### config.mk
export PLATFORM = sky130hd
export DESIGN_NAME = rvCore
export DESIGN_NICKNAME = d
export VERILOG_FILES = /design/src/hdl/rvPkg.sv /design/src/hdl/alu.sv /design/src/hdl/controller.sv /design/src/hdl/immGen.sv /design/src/hdl/lsuAlign.sv /design/src/hdl/muxKeyWithDefault.sv /design/src/hdl/regFile.sv /design/src/hdl/rvCore.sv
export VERILOG_INCLUDE_DIRS = /design/src /design/src/hdl
export SDC_FILE = /design/constraint.sdc
export NUM_CORES = 2
export LEC_CHECK = 0
export ABC_AREA = 1
export BUFFER_PORTS_ARGS = -buffer_cell sky130_fd_sc_hd__clkbuf_2
export CAP_MARGIN = 20
export CELL_PAD_IN_SITES_DETAIL_PLACEMENT = 1
export CELL_PAD_IN_SITES_GLOBAL_PLACEMENT = 2
export CORE_MARGIN = 5
export CORE_UTILIZATION = 32
export CTS_CLUSTER_DIAMETER = 200
export DETAILED_ROUTE_END_ITERATION = 10
export PLACE_DENSITY_LB_ADDON = 0.1
export SYNTH_ARGS = -nofsm -noshare
export SYNTH_HDL_FRONTEND = slang
export SYNTH_SLANG_ARGS = --single-unit
### constraint.sdc
create_clock -name clk -period 8.65 [get_ports clk]
set_input_delay 2.1625 -clock clk [delete_from_list [all_inputs] [get_ports clk]]
set_output_delay 2.1625 -clock clk [all_outputs]
set_load 0.03 [all_outputs]
### src/hdl/rvCore_defines.svh
`ifndef RVCORE_DEFINES_SVH
`define RVCORE_DEFINES_SVH

// First fetch address after reset
`define RV_RESET_PC 32'h0000_0000

// Datapath width
`define RV_XLEN 32

// Architectural registers, x0 included
`define RV_NREGS 32

`endif

### src/hdl/rvPkg.sv
`include "rvCore_defines.svh"

package rvPkg;

    // Major opcodes, instr[6:0]
    typedef enum logic [6:0] {
        opLoad   = 7'b0000011, // lb lh lw lbu lhu
        opStore  = 7'b0100011, // sb sh sw
        opBranch = 7'b1100011,
        opJal    = 7'b1101111,
        opJalr   = 7'b1100111,
        opImm    = 7'b0010011, // addi and friends
        opReg    = 7'b0110011, // R type
        opLui    = 7'b0110111,
        opAuipc  = 7'b0010111
    } opcodeT;

    typedef enum logic [3:0] {
        aluAdd,
        aluSub,
        aluSll,
        aluSlt,
        aluSltu,
        aluXor,
        aluSrl,
        aluSra,
        aluOr,
        aluAnd,
        aluPassB  // lui, imm straight through
    } aluOpT;

    // Unsigned compares keep their own codes
    typedef enum logic [2:0] {brNone, brEq, brNe, brLt, brGe, brLtu, brGeu} brTypeT;

    // Write-back source
    typedef enum logic [1:0] {wbAlu, wbLoad, wbPc4, wbPcImm} wbSelT;

    typedef enum logic [1:0] {jmpNone, jmpJal, jmpJalr} jmpT;

    typedef enum logic [1:0] {accByte, accHalf, accWord} accSizeT;

    // Decoded control, 17 bits
    typedef struct packed {
        aluOpT   aluOp;
        brTypeT  brType;
        wbSelT   wbSel;
        jmpT     jmp;
        logic    aluSrcImm;  // 1 selects imm as ALU b
        logic    regWrite;
        logic    memWrite;
        accSizeT accSize;
        logic    loadSigned;
    } ctrlT;

    // Data port request
    typedef struct packed {
        logic [`RV_XLEN-1:0]   addr;   // Word aligned
        logic [`RV_XLEN-1:0]   wdata;
        logic [`RV_XLEN/8-1:0] wstrb;  // Nonzero means store
    } dataReqT;

    // Retirement record
    typedef struct packed {
        logic                valid;
        logic [4:0]          rd;
        logic [`RV_XLEN-1:0] data;
        logic [`RV_XLEN-1:0] pc;
    } commitT;

endpackage

### src/hdl/alu.sv
`timescale 1ns/1ps
`include "rvCore_defines.svh"

module alu
    import rvPkg::*;
(
    input  logic [`RV_XLEN-1:0] a,
    input  logic [`RV_XLEN-1:0] b,
    input  aluOpT               aluOp,
    input  brTypeT              brType,
    output logic [`RV_XLEN-1:0] result,
    output logic                taken
);

    logic [4:0] shamt;
    logic       ltS;  // Signed less-than
    logic       ltU;  // Unsigned less-than
    logic       eq;

    assign shamt = b[4:0];  // Shift amount, upper bits ignored
    assign ltS   = $signed(a) < $signed(b);
    assign ltU   = a < b;
    assign eq    = (a == b);

    always_comb begin
        case (aluOp)
            aluAdd:   result = a + b;
            aluSub:   result = a - b;
            aluSll:   result = a << shamt;
            aluSlt:   result = {{(`RV_XLEN-1){1'b0}}, ltS};
            aluSltu:  result = {{(`RV_XLEN-1){1'b0}}, ltU};
            aluXor:   result = a ^ b;
            aluSrl:   result = a >> shamt;
            aluSra:   result = $signed(a) >>> shamt;  // Arithmetic, sign fill
            aluOr:    result = a | b;
            aluAnd:   result = a & b;
            aluPassB: result = b;
            default:  result = '0;
        endcase
    end

    // Branch decision, b holds rs2 for branches
    always_comb begin
        case (brType)
            brEq:    taken = eq;
            brNe:    taken = !eq;
            brLt:    taken = ltS;
            brGe:    taken = !ltS;
            brLtu:   taken = ltU;
            brGeu:   taken = !ltU;
            default: taken = 1'b0;  // Not a branch
        endcase
    end

endmodule

### src/hdl/controller.sv
`timescale 1ns/1ps

module controller
    import rvPkg::*;
(
    input  logic [31:0] instr,
    output ctrlT        ctrl
);

    // First level of the ALU decode
    typedef enum logic [2:0] {clsAdd, clsSub, clsImm, clsReg, clsPass} aluClsT;

    opcodeT     opcode;
    logic [2:0] func3;
    logic       func7b5;   // Only bit 5 of func7 matters here
    aluClsT     aluCls;
    aluOpT      aluOp;
    brTypeT     brType;
    wbSelT      wbSel;
    jmpT        jmp;
    logic       aluSrcImm;
    logic       regWrite;
    logic       memWrite;
    accSizeT    accSize;

    assign opcode  = opcodeT'(instr[6:0]);
    assign func3   = instr[14:12];
    assign func7b5 = instr[30];

    // Write-back source
    muxKeyWithDefault #(.NumKeys(4), .KeyLen(7), .payloadT(wbSelT)) muxWbSel (
        .key(opcode),
        .lut({opLoad,  wbLoad,    // Memory data
              opJalr,  wbPc4,     // Link
              opJal,   wbPc4,
              opAuipc, wbPcImm}),
        .defaultOut(wbAlu),
        .out(wbSel)
    );

    muxKeyWithDefault #(.NumKeys(1), .KeyLen(7), .payloadT(logic)) muxMemWrite (
        .key(opcode),
        .lut({opStore, 1'b1}),
        .defaultOut(1'b0),
        .out(memWrite)
    );

    // Branch kind from opcode plus func3
    muxKeyWithDefault #(.NumKeys(6), .KeyLen(10), .payloadT(brTypeT)) muxBrType (
        .key({opcode, func3}),
        .lut({opBranch, 3'b000, brEq,
              opBranch, 3'b001, brNe,
              opBranch, 3'b100, brLt,
              opBranch, 3'b101, brGe,
              opBranch, 3'b110, brLtu,
              opBranch, 3'b111, brGeu}),
        .defaultOut(brNone),
        .out(brType)
    );

    muxKeyWithDefault #(.NumKeys(2), .KeyLen(7), .payloadT(jmpT)) muxJmp (
        .key(opcode),
        .lut({opJal,  jmpJal,
              opJalr, jmpJalr}),
        .defaultOut(jmpNone),
        .out(jmp)
    );

    // Imm feeds ALU b for addresses, I type ops, jalr and lui
    muxKeyWithDefault #(.NumKeys(5), .KeyLen(7), .payloadT(logic)) muxAluSrc (
        .key(opcode),
        .lut({opLoad,  1'b1,
              opStore, 1'b1,
              opImm,   1'b1,
              opJalr,  1'b1,
              opLui,   1'b1}),
        .defaultOut(1'b0),
        .out(aluSrcImm)
    );

    // Unknown opcodes never write
    muxKeyWithDefault #(.NumKeys(7), .KeyLen(7), .payloadT(logic)) muxRegWrite (
        .key(opcode),
        .lut({opReg,   1'b1,
              opLoad,  1'b1,
              opImm,   1'b1,
              opJalr,  1'b1,
              opLui,   1'b1,
              opAuipc, 1'b1,
              opJal,   1'b1}),
        .defaultOut(1'b0),
        .out(regWrite)
    );

    muxKeyWithDefault #(.NumKeys(4), .KeyLen(7), .payloadT(aluClsT)) muxAluCls (
        .key(opcode),
        .lut({opBranch, clsSub,
              opImm,    clsImm,
              opReg,    clsReg,
              opLui,    clsPass}),
        .defaultOut(clsAdd),   // Address and link arithmetic
        .out(aluCls)
    );

    // Second level refines the class by func3 and func7
    always_comb begin
        aluOp = aluAdd;
        case (aluCls)
            clsSub:  aluOp = aluSub;
            clsPass: aluOp = aluPassB;
            clsImm: begin
                case (func3)
                    3'b010:  aluOp = aluSlt;
                    3'b011:  aluOp = aluSltu;
                    3'b100:  aluOp = aluXor;
                    3'b110:  aluOp = aluOr;
                    3'b111:  aluOp = aluAnd;
                    default: aluOp = aluAdd;  // addi
                endcase
            end
            clsReg: begin
                case ({func7b5, func3})
                    4'b1000: aluOp = aluSub;
                    4'b0001: aluOp = aluSll;
                    4'b0010: aluOp = aluSlt;
                    4'b0011: aluOp = aluSltu;
                    4'b0100: aluOp = aluXor;
                    4'b0101: aluOp = aluSrl;
                    4'b1101: aluOp = aluSra;
                    4'b0110: aluOp = aluOr;
                    4'b0111: aluOp = aluAnd;
                    default: aluOp = aluAdd;
                endcase
            end
            default: aluOp = aluAdd;
        endcase
    end

    // Access width from func3[1:0]
    always_comb begin
        case (func3[1:0])
            2'b00:   accSize = accByte;
            2'b01:   accSize = accHalf;
            default: accSize = accWord;
        endcase
    end

    always_comb begin
        ctrl.aluOp      = aluOp;
        ctrl.brType     = brType;
        ctrl.wbSel      = wbSel;
        ctrl.jmp        = jmp;
        ctrl.aluSrcImm  = aluSrcImm;
        ctrl.regWrite   = regWrite;
        ctrl.memWrite   = memWrite;
        ctrl.accSize    = accSize;
        ctrl.loadSigned = (opcode == opLoad) && !func3[2];  // Set for lb and lh
    end

endmodule

### src/hdl/immGen.sv
`timescale 1ns/1ps
`include "rvCore_defines.svh"

module immGen
    import rvPkg::*;
(
    input  logic [31:0]         instr,
    output logic [`RV_XLEN-1:0] imm
);

    opcodeT opcode;
    logic   sign;  // Every format takes its sign from bit 31

    assign opcode = opcodeT'(instr[6:0]);
    assign sign   = instr[31];

    always_comb begin
        case (opcode)
            // I type
            opLoad, opImm, opJalr:
                imm = {{(`RV_XLEN-12){sign}}, instr[31:20]};
            // S type, split field
            opStore:
                imm = {{(`RV_XLEN-12){sign}}, instr[31:25], instr[11:7]};
            // B type, bit 0 implied zero
            opBranch:
                imm = {{(`RV_XLEN-13){sign}}, sign, instr[7], instr[30:25],
                       instr[11:8], 1'b0};
            // U type
            opLui, opAuipc:
                imm = {instr[31:12], 12'b0};  // Low bits zero filled
            // J type
            opJal:
                imm = {{(`RV_XLEN-21){sign}}, sign, instr[19:12], instr[20],
                       instr[30:21], 1'b0};
            default:
                imm = '0;
        endcase
    end

endmodule

### src/hdl/lsuAlign.sv
`timescale 1ns/1ps
`include "rvCore_defines.svh"

module lsuAlign
    import rvPkg::*;
(
    input  logic [`RV_XLEN-1:0] addr,
    input  logic [`RV_XLEN-1:0] storeData,
    input  logic [`RV_XLEN-1:0] rdata,
    input  ctrlT                ctrl,
    output dataReqT             dataReq,
    output logic [`RV_XLEN-1:0] loadData
);

    logic [1:0]  offs;       // Byte offset inside the word
    logic [7:0]  byteLane;
    logic [15:0] halfLane;
    logic [3:0]  strb;

    assign offs = addr[1:0];

    // Store side
    always_comb begin
        case (ctrl.accSize)
            accByte: begin
                dataReq.wdata = {4{storeData[7:0]}};  // Byte in every lane
                strb          = 4'b0001 << offs;
            end
            accHalf: begin
                dataReq.wdata = {2{storeData[15:0]}};
                strb          = offs[1] ? 4'b1100 : 4'b0011;
            end
            default: begin
                dataReq.wdata = storeData;
                strb          = 4'b1111;
            end
        endcase
        dataReq.addr  = {addr[`RV_XLEN-1:2], 2'b00};
        dataReq.wstrb = ctrl.memWrite ? strb : 4'b0000;  // Only stores write
    end

    // Load side, pick the lane then extend
    assign byteLane = rdata[{offs, 3'b000} +: 8];
    assign halfLane = offs[1] ? rdata[31:16] : rdata[15:0];

    always_comb begin
        case (ctrl.accSize)
            accByte:
                loadData = {{(`RV_XLEN-8){ctrl.loadSigned & byteLane[7]}}, byteLane};
            accHalf:
                loadData = {{(`RV_XLEN-16){ctrl.loadSigned & halfLane[15]}}, halfLane};
            default:
                loadData = rdata;  // lw
        endcase
    end

endmodule

### src/hdl/muxKeyWithDefault.sv
`timescale 1ns/1ps

// Generic key -> payload lookup, first table entry sits at the MSB end
module muxKeyWithDefault #(
    parameter int NumKeys = 2,
    parameter int KeyLen = 7,
    parameter type payloadT = logic
) (
    input  logic [KeyLen-1:0]                                key,
    input  logic [NumKeys-1:0][KeyLen+$bits(payloadT)-1:0]  lut,
    input  payloadT                                          defaultOut,
    output payloadT                                          out
);

    localparam int PayloadLen = $bits(payloadT);
    localparam int PairLen = KeyLen + PayloadLen;

    logic [PayloadLen-1:0] hitPayload; // Raw bits of the matching entry
    logic                  hit;

    // Linear scan, keys assumed unique
    always_comb begin
        hit = 1'b0;
        hitPayload = '0;
        for (int i = 0; i < NumKeys; i++) begin
            if (lut[i][PairLen-1 -: KeyLen] == key) begin
                hit = 1'b1;
                hitPayload = lut[i][PayloadLen-1:0];
            end
        end
    end

    assign out = hit ? payloadT'(hitPayload) : defaultOut; // Fall back on miss

endmodule

### src/hdl/regFile.sv
`timescale 1ns/1ps
`include "rvCore_defines.svh"

module regFile (
    input  logic                        clk,
    input  logic                        arstN,
    input  logic [$clog2(`RV_NREGS)-1:0] rs1,
    input  logic [$clog2(`RV_NREGS)-1:0] rs2,
    input  logic [$clog2(`RV_NREGS)-1:0] rd,
    input  logic                        wen,
    input  logic [`RV_XLEN-1:0]         wdata,
    output logic [`RV_XLEN-1:0]         rs1Data,
    output logic [`RV_XLEN-1:0]         rs2Data
);

    logic [`RV_XLEN-1:0] regs [`RV_NREGS];

    // x0 relies on the clear and a gated wen upstream
    always_ff @(posedge clk or negedge arstN) begin
        if (!arstN) begin
            for (int i = 0; i < `RV_NREGS; i++) begin
                regs[i] <= '0;
            end
        end else if (wen) begin
            regs[rd] <= wdata;
        end
    end

    // Combinational reads, no bypass
    assign rs1Data = regs[rs1];
    assign rs2Data = regs[rs2];

endmodule

### src/hdl/rvCore.sv
`timescale 1ns/1ps
`include "rvCore_defines.svh"

module rvCore
    import rvPkg::*;
(
    input  logic                clk,
    input  logic                arstN,
    output logic [`RV_XLEN-1:0] pc,
    input  logic [31:0]         instr,
    output dataReqT             dataReq,
    input  logic [`RV_XLEN-1:0] rdata,
    output commitT              commit
);

    localparam int RegAw = $clog2(`RV_NREGS);

    ctrlT                ctrl;
    dataReqT             lsuReq;   // Ungated request from the LSU
    logic [RegAw-1:0]    rs1;
    logic [RegAw-1:0]    rs2;
    logic [RegAw-1:0]    rd;
    logic [`RV_XLEN-1:0] imm;
    logic [`RV_XLEN-1:0] rs1Data;
    logic [`RV_XLEN-1:0] rs2Data;
    logic [`RV_XLEN-1:0] aluB;
    logic [`RV_XLEN-1:0] result;
    logic                taken;
    logic [`RV_XLEN-1:0] loadData;
    logic [`RV_XLEN-1:0] pcPlus4;
    logic [`RV_XLEN-1:0] pcPlusImm;
    logic [`RV_XLEN-1:0] nextPc;
    logic [`RV_XLEN-1:0] wbData;
    logic                wen;

    assign rd  = instr[11:7];
    assign rs1 = instr[19:15];
    assign rs2 = instr[24:20];

    controller uCtrl (.instr(instr), .ctrl(ctrl));

    immGen uImm (.instr(instr), .imm(imm));

    regFile uRegs (
        .clk(clk), .arstN(arstN),
        .rs1(rs1), .rs2(rs2), .rd(rd),
        .wen(wen), .wdata(wbData),
        .rs1Data(rs1Data), .rs2Data(rs2Data)
    );

    assign aluB = ctrl.aluSrcImm ? imm : rs2Data;

    alu uAlu (
        .a(rs1Data), .b(aluB),
        .aluOp(ctrl.aluOp), .brType(ctrl.brType),
        .result(result), .taken(taken)
    );

    lsuAlign uLsu (
        .addr(result), .storeData(rs2Data), .rdata(rdata),
        .ctrl(ctrl), .dataReq(lsuReq), .loadData(loadData)
    );

    assign pcPlus4   = pc + `RV_XLEN'd4;
    assign pcPlusImm = pc + imm;

    // Next PC, jalr target has bit 0 cleared
    always_comb begin
        if (ctrl.jmp == jmpJalr)
            nextPc = {result[`RV_XLEN-1:1], 1'b0};
        else if (ctrl.jmp == jmpJal || taken)
            nextPc = pcPlusImm;
        else
            nextPc = pcPlus4;
    end

    always_ff @(posedge clk or negedge arstN) begin
        if (!arstN)
            pc <= `RV_RESET_PC;
        else
            pc <= nextPc;  // One instruction per cycle
    end

    // Write-back source
    always_comb begin
        case (ctrl.wbSel)
            wbLoad:  wbData = loadData;
            wbPc4:   wbData = pcPlus4;    // Link address
            wbPcImm: wbData = pcPlusImm;  // auipc
            default: wbData = result;
        endcase
    end

    assign wen = ctrl.regWrite && (rd != '0);  // x0 never written

    // No store leaves the core while in reset
    always_comb begin
        dataReq       = lsuReq;
        dataReq.wstrb = arstN ? lsuReq.wstrb : '0;
    end

    // Retirement record for the current instruction
    always_comb begin
        commit.valid = wen && arstN;
        commit.rd    = rd;
        commit.data  = wbData;
        commit.pc    = pc;
    end

endmodule

==> flow_metrics.tcl <==
set metrics [dict create \
    grt_pass1_vias 92400 \
    synth_compound_area_share_pct 16.1 \
    syn_inst 11800 \
    cts-root-buf "clkbuf_16" \
    critPathKind "input pin to primary output" \
    cts_made_buffers 140 \
    core_area_sq_um 235000 \
    finalClockSkew_ns 0.0844 \
    min_path_type "register to register" \
    clock_latency_ns 0.85 \
    die_h_um 496 \
    track_usage_pct 38.4 \
    drt-total-wl_mm 489 \
    yosysSeqAreaShare_pct 35.0 \
    yosys-top-cells-area "dfrtp_1 (35%), nand2_1 (24%), nand3_1 (6.9%)" \
    netlist_area_sq_um 75400 \
    clk_pin_slew_ns 0.06 \
    dpl-instance-area_sq_um 89800 \
    route.vias.total 91500 \
    period_needed_ns 9.29 \
    gp_congestion 1.01 \
    cp_common_cell "nand2_1" \
    synth-xor-area-share_pct 0.766 \
    cp_slowest_cell "ha_4" \
    hold_viol_final 0 \
    power.total_mw 20.5 \
    drv_cap 0 \
    min_period_over_period_pct 107 \
    num_rows 178 \
    layout_common_cells "nand2_1 (4625), buf_4 (1381), dfrtp_1 (1056)" \
    grt_max_degree 132 \
    p_per_area_nw_per_um2 202 \
    die_width_um 496 \
    synthAdderAreaFrac_pct 2.39 \
    finalSetupViolations 55 \
    synthMuxAreaShare_pct 0.0531 \
    drt-pass1-iter-count 6 \
    critPathRequiredTime_ns 6.49 \
    dp_slack_ns -1.76 \
    ys_ff_latch 1056 \
    crit_buf_inv 11 \
    synthArstFlopShare_pct 100 \
    power_leakage_nw 51.2 \
    clk_path_buf_depth 3 \
    path_max_fanout 13 \
    dp_hpwl_mm 339 \
    antenna_found_initial 26 \
    arrival_ns 7.12 \
    ys.flop_type "dfrtp_1" \
    avgSynthCellArea_sq_um 6.37 \
    wl_per_cell_um 30.1 \
    cp_slowest_stage_delay_ns 0.30 \
    synth-simple-area-share_pct 34.5 \
    drt_iter0_drc 8806 \
    worstSetupStartpointType "input pin" \
    synth_top_area_share_pct 35.0 \
    hold_slack_ns 0.402 \
    io_buffers 233 \
    start_util_pct 32.1 \
    post-route-drc-count 0 \
    worst_slack_ns -0.635 \
    rsz0062_at_grt "yes" \
    syn_to_final_growth_pct 34.1 \
    grt_pass1_wl_mm 684 \
    outcome "complete, but fails checks" \
    violations "negative setup slack" \
    layout.nets 13200 \
    ys_types 74 \
    cts_tree "done" \
    synth_edf_count 0 \
    slew_violations 0 \
    worstMarginPinSlew_ns 1.15 \
    postLayoutCellArea_sq_um 101000 \
    yosysTopAreaCell "dfrtp_1" \
    die-area_sq_um 246000 \
    peakVddDrop_uv 251 \
    fmax_mhz 108 \
    slew_headroom_pct 23.2 \
    synth_top_family_by_area "simple AND/OR/NAND/NOR gates" \
    layout-drive-gt1-share_pct 22.3 \
    grt-ovfl-total 0 \
    cts.htree.levels 4 \
    viasPerCell 5.63 \
    ys_warn_count 0 \
    path_delay_family "buffers and inverters" \
    clkSinkCount 1056 \
    final_common_cell "nand2_1" \
    antenna_left 0 \
    endpoint_kind "primary output" \
    cts.hold.buffers_added 0 \
    io_pins 236 \
]
[synth_stat cells, types with 10 or more instances]
cell,count
nand2_1,4765
dfrtp_1,1056
nand3_1,1039
inv_1,968
o21ai_0,878
a21oi_1,820
nor2_1,412
clkbuf_1,384
buf_2,325
o211ai_1,200
ha_1,139
o21ai_1,106
buf_4,103
buf_1,77
o22ai_1,59
xor2_1,54
nor3_1,53
buf_6,46
or2_2,32
inv_2,29
nand2_2,26
nand4_1,26
o221ai_1,26
a31oi_1,22
nor4_1,15
o2111ai_1,15
a21o_1,12
xnor2_1,12
nand3_4,10
[stage by stage]
stage	setup TNS, ns	util [%]	instances
2_1_floorplan	-0.369	-	11800
3_3_place_gp	-108.92	38.2	15800
3_5_place_dp	-80.35	38.2	15800
4_1_cts	-22.36	41.9	16200
5_1_grt	-29.76	43.1	16200
6_report	-22.64	43.1	16200
[metal layers]
| metal | share of wire [%] | wire length [um] | track usage (%) | up-vias |
|---|---|---|---|---|
| li1 | - | - | - | 40200 |
| met1 | 41 | 201000 | 49.2 | 46200 |
| met2 | 45 | 219000 | 61.2 | 3921 |
| met3 | 7.4 | 36200 | 6.67 | 1123 |
| met4 | 6.8 | 33200 | 21.6 | 6 |
| met5 | 0.0088 | 43 | 0 | - |
[path summary, 6_finish.rpt]
check / from / endpoint / slack, ns / cells after the start
min in group asynchronous: arstN / uRegs.regs[478] / 1.21 / 1
min: uRegs.regs[1013] / uRegs.regs[1013] / 0.40 / 0
max in group asynchronous: arstN / pc[16] / 4.45 / 4
max reg2reg: uRegs.regs[405] / uRegs.regs[666] / 3.12 / 37
min reg2reg: uRegs.regs[1013] / uRegs.regs[1013] / 0.40 / 0
max: instr[20] / commit[32] / -0.64 / 35
[repair_timing]
| action | in CTS | in global routing |
|---|---|---|
| gates cloned | 23 | 12 |
| buffers inserted | 78 | 69 |
| pin swaps | 102 | 121 |
| endpoints found under the hold margin | 0 | 0 |
| resized for setup | 601 | 542 |
| endpoints found under the setup margin | 66 | 64 |
[cells by family after synthesis]
group | count (synthesis)
AOI/OAI and AO/OA | 2216
and+or+nand+nor | 6410
other | 1
muxes | 4
buffers and inverters | 1942
DFF | 1056
adders and majority gates | 142
xor gates and xnor gates | 66
[sequential cells by signal (all words and copies together), names as in the netlist]
name / flops
uRegs.regs: 1024
pc: 32
[report_power, final]
group          total (mW)  internal, mW  switching [mW]
Clock                6.24          3.58            2.66
Sequential           5.79          5.35           0.435
Combinational        8.45          2.97            5.47
[layout make-up]
type                            count  area [sq um]
Timing Repair inverter              6           105
Clock inverter                     47           731
Multi-Input combinational cell   8841         44100
Clock buffer                      204          4080
Tap cell                         3150          3940
Antenna cell                       17          42.5
Inverter                         1005          3870
Sequential cell                  1056         26400
Fill cell                       29700        134000
Timing Repair Buffer             1919         17900
No activity file was read; power rests on OpenSTA's default activity.
